**src/include/irq_asserts.svh**
```systemverilog
// Assertion macros for the interrupt controller
// Elaboration-time parameter check
// Clocked concurrent check, disabled while in reset

`ifndef IRQ_ASSERTS_SVH
`define IRQ_ASSERTS_SVH

// Fails elaboration when the expression is false
`define irq_assert_static(name, expr) \
  if (!(expr)) begin : name \
    $error("Static check failed: name"); \
  end

// Property sampled on the rising clock edge, off during reset
`define irq_assert(name, clk, rst_n, prop) \
  name : assert property (@(posedge clk) disable iff (!rst_n) prop) \
    else $error("Assertion failed: name");

`endif
```
**src/verilog/irq_pkg.sv**
```systemverilog
// Interrupt controller package
// Source count and index width, AXI4-Lite widths
// Register offsets, response codes, channel states
// Bus channel structs and the claim struct

`default_nettype none

package irq_pkg;

  // Sources and index
  localparam int num_irq  = 8;
  localparam int irq_id_w = 3;

  // AXI4-Lite bus widths
  localparam int axil_addr_w = 4;
  localparam int axil_data_w = 32;

  // Register map, byte offsets
  typedef enum logic [axil_addr_w-1:0] {
    reg_pending = 4'h0,  // read only
    reg_enable  = 4'h4,  // read/write
    reg_claim   = 4'h8,  // read clears the claimed source
    reg_sw_set  = 4'hC   // write only
  } reg_addr_e;

  typedef enum logic [1:0] {
    resp_okay   = 2'b00,
    resp_slverr = 2'b10
  } axil_resp_e;

  // Channel payloads, handshakes travel beside them
  typedef struct packed {logic [axil_addr_w-1:0] addr;} axil_aw_t;
  typedef struct packed {logic [axil_addr_w-1:0] addr;} axil_ar_t;

  typedef struct packed {
    logic [axil_data_w-1:0]   data;
    logic [axil_data_w/8-1:0] strb;
  } axil_w_t;

  typedef struct packed {axil_resp_e resp;} axil_b_t;

  typedef struct packed {
    logic [axil_data_w-1:0] data;
    axil_resp_e             resp;
  } axil_r_t;

  // Winning source of the priority encoder
  typedef struct packed {
    logic                valid;
    logic [irq_id_w-1:0] id;
  } claim_t;

  typedef enum logic {wr_idle, wr_resp} wr_state_e;
  typedef enum logic {rd_idle, rd_resp} rd_state_e;

endpackage : irq_pkg

`default_nettype wire

```
**src/verilog/irq_axil_regs.sv**
```systemverilog
// AXI4-Lite slave of the interrupt controller
// Write and read channel FSMs, register decode
// Registered responses, write strobes and claim pulse

`timescale 1ns/1ns
`default_nettype none

`include "irq_asserts.svh"

module irq_axil_regs (
  input  logic                         clk,
  input  logic                         rst_n,
  // Write address and data
  input  irq_pkg::axil_aw_t            aw,
  input  logic                         awvalid,
  output logic                         awready,
  input  irq_pkg::axil_w_t             w,
  input  logic                         wvalid,
  output logic                         wready,
  // Write response
  output irq_pkg::axil_b_t             b,
  output logic                         bvalid,
  input  logic                         bready,
  // Read address and data
  input  irq_pkg::axil_ar_t            ar,
  input  logic                         arvalid,
  output logic                         arready,
  output irq_pkg::axil_r_t             r,
  output logic                         rvalid,
  input  logic                         rready,
  // Interrupt state
  input  logic [irq_pkg::num_irq-1:0]  pending,
  input  logic [irq_pkg::num_irq-1:0]  enable,
  input  irq_pkg::claim_t              claim,
  output logic                         enable_we,
  output logic [irq_pkg::num_irq-1:0]  enable_wdata,
  output logic                         sw_set_we,
  output logic [irq_pkg::num_irq-1:0]  sw_set_wdata,
  output logic                         claim_take
);

  import irq_pkg::*;

  wr_state_e wr_state;
  rd_state_e rd_state;
  reg_addr_e wr_addr;
  reg_addr_e rd_addr;
  logic      wr_fire;
  logic      wr_ok;
  logic      rd_fire;
  axil_r_t   r_next;

  //--------------------------------------------------
  // Write channel
  //--------------------------------------------------
  assign wr_addr = reg_addr_e'(aw.addr);

  // Address and data accepted together while no response is outstanding
  assign wr_fire = awvalid && wvalid && (wr_state == wr_idle);
  assign awready = wr_fire;
  assign wready  = wr_fire;
  assign bvalid  = (wr_state == wr_resp);

  // Writable offsets only
  assign wr_ok = (wr_addr == reg_enable) || (wr_addr == reg_sw_set);

  // State lives in byte 0
  assign enable_we    = wr_fire && (wr_addr == reg_enable) && w.strb[0];
  assign sw_set_we    = wr_fire && (wr_addr == reg_sw_set) && w.strb[0];
  assign enable_wdata = w.data[num_irq-1:0];
  assign sw_set_wdata = w.data[num_irq-1:0];

  always_ff @(posedge clk or negedge rst_n) begin
    if (!rst_n) begin
      wr_state <= wr_idle;
    end else begin
      case (wr_state)
        wr_idle: if (wr_fire) wr_state <= wr_resp;
        wr_resp: if (bready) wr_state <= wr_idle;
        default: wr_state <= wr_idle;
      endcase
    end
  end

  always_ff @(posedge clk) begin
    if (wr_fire) begin
      b.resp <= wr_ok ? resp_okay : resp_slverr;
    end
  end

  //--------------------------------------------------
  // Read channel
  //--------------------------------------------------
  assign rd_addr    = reg_addr_e'(ar.addr);
  assign arready    = (rd_state == rd_idle);
  assign rd_fire    = arvalid && arready;
  assign rvalid     = (rd_state == rd_resp);
  // Pending clears on the same edge the claim is captured
  assign claim_take = rd_fire && (rd_addr == reg_claim);

  // Read data mux where sw_set and holes give SLVERR
  always_comb begin
    r_next.data = '0;
    r_next.resp = resp_okay;
    case (rd_addr)
      reg_pending: r_next.data[num_irq-1:0] = pending;
      reg_enable:  r_next.data[num_irq-1:0] = enable;
      reg_claim: begin
        r_next.data[axil_data_w-1]  = claim.valid;
        r_next.data[irq_id_w-1:0]   = claim.id;
      end
      default: r_next.resp = resp_slverr;
    endcase
  end

  always_ff @(posedge clk or negedge rst_n) begin
    if (!rst_n) begin
      rd_state <= rd_idle;
    end else begin
      case (rd_state)
        rd_idle: if (rd_fire) rd_state <= rd_resp;
        rd_resp: if (rready) rd_state <= rd_idle;
        default: rd_state <= rd_idle;
      endcase
    end
  end

  always_ff @(posedge clk) begin
    if (rd_fire) begin
      r <= r_next;
    end
  end

  // Responses hold under back-pressure
  `irq_assert(bvalid_hold_a, clk, rst_n, bvalid && !bready |=> bvalid && $stable(b))
  `irq_assert(rvalid_hold_a, clk, rst_n, rvalid && !rready |=> rvalid && $stable(r))
  // A state strobe belongs to a write that is answered with OKAY
  `irq_assert(we_in_transfer_a, clk, rst_n,
    (enable_we || sw_set_we) |=> bvalid && (b.resp == resp_okay))

endmodule : irq_axil_regs

`default_nettype wire

```
**config.mk**
```make
export PLATFORM = sky130hd
export DESIGN_NAME = irq_axil_regs
export DESIGN_NICKNAME = d
export VERILOG_FILES = /design/src/verilog/irq_pkg.sv /design/src/verilog/irq_axil_regs.sv
export VERILOG_INCLUDE_DIRS = /design/src /design/src/include
export SDC_FILE = /design/constraint.sdc
export NUM_CORES = 1
export LEC_CHECK = 0
export ABC_AREA = 1
export BUFFER_PORTS_ARGS = -buffer_cell sky130_fd_sc_hd__buf_4
export CORE_ASPECT_RATIO = 1.4
export CORE_MARGIN = 8
export CORE_UTILIZATION = 31
export DETAILED_ROUTE_END_ITERATION = 12
export PLACE_DENSITY = 0.84
export SKIP_LAST_GASP = 1
export SLEW_MARGIN = 20
export SYNTH_ARGS = -nofsm -noshare
export SYNTH_HDL_FRONTEND = slang
export SYNTH_SLANG_ARGS = --single-unit
```
**constraint.sdc**
```tcl
create_clock -name clk -period 1.3 [get_ports clk]
set_input_delay 0 -clock clk [delete_from_list [all_inputs] [get_ports clk]]
set_output_delay 0 -clock clk [all_outputs]
set_load 0.02 [all_outputs]
```
Word-level counts from Yosys, hierarchy flattened:

Index checks and enable logic that the tools add are counted.

* bitwise operators: 2
* eq/ne operators: 4
* muxes and demuxes: 10
* reductions and logical operators: 11

Operators by type and width (count)
* one-hot mux 5 bit (2 select lines): 1
* one-hot mux 3 bit (3 select lines): 1
* == test 4 x 3 -> 1 bit, second input constant: 2
* == test 4 bit, second input constant: 2
* logical AND 1 bit: 8
* logical NOT 4 bit: 1
* 2-to-1 mux 1 bit: 4
* 2-to-1 mux 2 bit: 2
* one-hot mux 1 bit (2 select lines): 2
* OR reduction 3 bit: 1
* NOT 1 bit: 2
* logical OR 1 bit: 1

* word-level logic and storage cells: 33
* input bits: 71
* bits in registers: 15
* output and inout bits: 60

Logic depth before layout (Yosys ltp):

* word-level depth: 4
* depth in mapped cells: 5
* gate-level depth less buffers: 5

Worst setup path before layout:

OpenSTA, ideal clock, no wires.

* kind: flip-flop to flip-flop
* start: register rd_state, in the netlist rvalid
* end: register r[1] (netlist bit), enable pin
* path slack: -8 ps
* clock period less this slack: 1308 ps
* stages on the path, launching flop included: 4
* required time: 966 ps
* arrival: 974 ps
* path through: dfrtp_1 > inv_1 > nand2_1 > inv_1

* cells in the longest elaborated chain, start to end: 2

Ends and longest elaborated chain
* start, declared: line irq_axil_regs.sv:45 `rd_state_e rd_state;`
* start signal, assigned: line irq_axil_regs.sv:118 `rd_state <= rd_idle;`
* start signal, assigned: line irq_axil_regs.sv:121 `rd_idle: if (rd_fire) rd_state <= rd_resp;`
* start signal, assigned: line irq_axil_regs.sv:122 `rd_resp: if (rready) rd_state <= rd_idle;`
* NOT 1 bit
* via arready: line irq_axil_regs.sv:27 `output logic arready,`
* logical AND 1 bit: line irq_axil_regs.sv:96 `assign rd_fire = arvalid && arready;`
* end signal, assigned: line irq_axil_regs.sv:130 `r <= r_next;`
* end, declared: line irq_axil_regs.sv:28 `output irq_pkg::axil_r_t r,`

The timed path passes the listed nets, and every way through them passes these cells.
A chain may end at the register's enable or synchronous reset.

Final worst setup path:

* start: register wr_state, in the netlist bvalid
* end: output port enable_we

* cells in the longest elaborated chain, start to end: 4

Ends and longest elaborated chain
* start, declared: line irq_axil_regs.sv:44 `wr_state_e wr_state;`
* start signal, assigned: line irq_axil_regs.sv:75 `wr_state <= wr_idle;`
* start signal, assigned: line irq_axil_regs.sv:78 `wr_idle: if (wr_fire) wr_state <= wr_resp;`
* start signal, assigned: line irq_axil_regs.sv:79 `wr_resp: if (bready) wr_state <= wr_idle;`
* NOT 1 bit: line irq_axil_regs.sv:59 `assign wr_fire = awvalid && wvalid && (wr_state == wr_idle);`
* logical AND 1 bit: line irq_axil_regs.sv:59
* logical AND 1 bit (2 in series): line irq_axil_regs.sv:68 `assign enable_we = wr_fire && (wr_addr == reg_enable) && w.strb[0];`
* end, declared: line irq_axil_regs.sv:35 `output logic enable_we,`

No other way between the ends.

==> results.txt <==
The tools report the number of instances in the synthesized netlist as 111. Summing all placed instances gives a cell area of 0.00119 sq mm. The count of cells in the finished layout, fillers not included, comes to 193. For this block, the routed nets add up to 2500 microns of wire.

The nature of the critical path startpoint is a flop. The post-route minimum period works out to 1.21 ns. After routing, the total negative slack on setup checks comes to 0 ns. Averaged over all synthesized cells, the footprint is 8.66 sq um. The clock-pin slew of the registers on the worst-case setup and hold paths came out at 0.05 ns.

The worst IR drop on VDD is 476 uV. By area the synthesized netlist is led by sky130_fd_sc_hd__edfxtp_1 (34%), sky130_fd_sc_hd__buf_4 (33%), sky130_fd_sc_hd__nand3_1 (13%). For the final database, setup skew stands at 0.000735 ns. The most used flip-flop cell after synthesis was sky130_fd_sc_hd__edfxtp_1.

The hold violation total from the final report was 0. The initial antenna violation count was 0; the worst-case setup margin in the final layout was 0.0898 ns. The run gives 3640 microns as the first-pass GRT wire length. The top-area cell type share of the netlist area was 0.344.

Counting the buffers created by CTS gives 3. The repair_antennas step left the layout with diodes totalling 0. The proportion of synthesized area in mux cells is 0, and the starting utilization of the core area is 0.317. The simple logic cell fraction of the synthesized area is 0.219, and the minimum setup slack after placement is 0.259 ns. From bottom edge to top edge, the die measures 81.9 microns.

By area, the combinational part of the netlist is dominated by buffers and inverters. The run finished with clean final reports. The top achievable clock speed was 826 MHz.

The row count is 24. The type of the worst setup path was reg -> out. TritonCTS built the clock tree.

The tools report the CTS root buffer as sky130_fd_sc_hd__clkbuf_8. Busiest layer in global routing: met2. The final setup violation count was 0. The count of flip-flops with a built-in enable after synthesis works out to 11.

Before antenna repair, the detailed router went through 3 iterations. The synthesized design spends more area on one cell type than any other, namely sky130_fd_sc_hd__edfxtp_1. Yosys printed 0 warnings.

The floorplan step defined a die boundary enclosing 0.00516 sq mm. The synthesized netlist occupies a cell area of 961 sq um. The area growth from synthesis to final layout came out at 32.8%. Final hold analysis gives a worst-case slack of 0.00000976 ns.

The tools report the residual overflow from global routing as 0. The setup check on the worst reg-to-reg path leaves a slack of 0.26 ns. Entering global routing, the biggest net connects 22 pins. The compound-gate portion of the synthesized area was 0.0156. The number of H-tree branching levels was 1; the via count of the first global-routing pass was 825. The total half-perimeter wirelength after legalization and detailed placement is 2130 microns.

Data arrives at the worst endpoint at 1.21 ns. The die is 63.1 microns wide. The detailed router finished its first iteration with 12 violations.

In this run the worst hold path is classified as in -> out. At the end of routability-driven placement, the weighted congestion stood at 0.781. In this run the power density over the cells is 936 mW/mm^2.

Final max-slew violation count: 0. The worst setup path is captured at a primary output. For the total global-route track usage, the log shows 0.0901.

The finished layout cell area is 0.00128 sq mm. The number of placed instances, taps included, is 185. In the routed layout, each cell is associated on average with a via count of 3.94. The flip-flop and latch count after synthesis is 13, and the sequential share of the synthesized area is 0.396. For the source-to-sink clock delay at the later pin of the worst-skew pair, the log shows 0.24 ns. Count of nets after finishing: 226. Fraction of the cycle the final worst path needs: 0.931. sky130_fd_sc_hd__buf_4 is the most common cell in the netlist. The count of unique library cells instantiated by Yosys was 14.

The total area inside the core boundary comes to 0.00303 sq mm. The fraction of final layout cells sized beyond drive strength 1 was 0.448. Maximum buffer depth of the clock tree: 2. Ranked by instance count, the synthesized netlist is headed by sky130_fd_sc_hd__buf_4 (42), sky130_fd_sc_hd__nand3_1 (24), sky130_fd_sc_hd__edfxtp_1 (11), sky130_fd_sc_hd__nand2_1 (9). The logs give 0.0729 for the met1 capacity usage during global routing and 760 for the overall via count from detail_route. Number of primary I/O pins: 131. The adder-cell area share of the yosys netlist was 0. The total number of clock tree sinks came out at 13. The fraction of registers with async set or reset after synthesis works out to 0.154. The overall power consumption was 1.19 mW; the average routed wire per standard cell was 13.0 microns.

The post-detailed-route DRC marker count is 0, and the maximum fanout count along the critical path is 4. The count of nets left with antenna violations once routing finished came out at 0. Max-cap violations in this run came to 0.

For the global-route track usage on met2, the log shows 0.147. The worst path required time was 1.30 ns; the count of input and output buffers was 54. In this run the static leakage power is 0.647 nW.

The area share of xor/xnor cells in the synthesized design was 0; the met3 global-route usage was 0.0573. The fraction of the core area covered by cells at the end of the flow came out at 0.421.
-- cells in the final DEF, fill, tap and decap left out --
cell type	netlist	layout
sky130_fd_sc_hd__buf_4	42	56
sky130_fd_sc_hd__conb_1	1	25
sky130_fd_sc_hd__nand3_1	24	23
sky130_fd_sc_hd__edfxtp_1	11	11
sky130_fd_sc_hd__nand2_1	9	9
sky130_fd_sc_hd__nor2_1	5	5
sky130_fd_sc_hd__inv_2	2	4
sky130_fd_sc_hd__nor2_2	3	3
sky130_fd_sc_hd__inv_1	5	3
sky130_fd_sc_hd__o21ai_0	3	3
sky130_fd_sc_hd__clkbuf_8	0	3
sky130_fd_sc_hd__dlygate4sd3_1	0	3
sky130_fd_sc_hd__dfrtp_1	2	2
sky130_fd_sc_hd__nor2_4	1	1
sky130_fd_sc_hd__nand3_2	0	1
sky130_fd_sc_hd__nand3b_1	1	1
sky130_fd_sc_hd__clkinv_2	0	1
-- flip-flops by register name, indices dropped and copies added (netlist names) --
| register | flops |
|---|---|
| b | 1 |
| rvalid | 1 |
| bvalid | 1 |
| r | 10 |
-- layout make-up --
type,instances,area (sq um)
sequential,13,380
fill,320,1760
timing repair buffer,59,450
clock inverter,1,5.00
tap,39,48.8
inverter,7,26.3
multi-input combinational,71,324
clock buffer,3,41.3
-- worst max-delay path: stages, from the launching register on --
cell and delay [ns]:
sky130_fd_sc_hd__dfrtp_1 0.37, sky130_fd_sc_hd__inv_1 0.09, sky130_fd_sc_hd__nand3_2 0.09, sky130_fd_sc_hd__inv_2 0.09, sky130_fd_sc_hd__nand2_1 0.08, sky130_fd_sc_hd__nor2_1 0.11, sky130_fd_sc_hd__buf_4 0.15
-- metal layers --
metal  vias to the layer above  routed length (microns)
li1                        381                        -
met3                        14                      357
met5                         -                        0
met4                         0                      123
met1                       314                      764
met2                        51                     1260
-- report_power, final --
| part | internal [mW] | switching, mW | total, mW |
|---|---|---|---|
| combinational | 0.142 | 0.208 | 0.349 |
| clock | 0.211 | 0.135 | 0.347 |
| sequential | 0.490 | 0.00880 | 0.499 |
| total | 0.843 | 0.352 | 1.19 |
-- what timing repair did --
| action | in CTS | in global routing |
|---|---|---|
| resized for setup | 0 | 2 |
| hold endpoints to repair | 4 | 0 |
| hold buffers | 3 | 0 |
| endpoints found under the setup margin | 0 | 2 |
| setup buffers | 0 | 1 |
-- kinds of logic after synthesis --
group	after synthesis
simple gates	43
flops	13
compound gates	3
buf+inv	51
other cells	1
-- final timing paths --
| path | startpoint | endpoint | cells past startpoint |
|---|---|---|---|
| worst max-delay path | bvalid$_DFF_PN0_ | enable_we | 6 |
| worst min-delay path | w[11] | sw_set_wdata[7] | 0 |
| worst max register to register | rvalid$_DFF_PN0_ | r[6]$_DFFE_PN_ | 3 |
| worst min register to register | rvalid$_DFF_PN0_ | rvalid$_DFF_PN0_ | 2 |
| max in group asynchronous | rst_n | rvalid$_DFF_PN0_ | 2 |
| min in group asynchronous | rst_n | bvalid$_DFF_PN0_ | 2 |
Power figures use the tool's default switching activity.
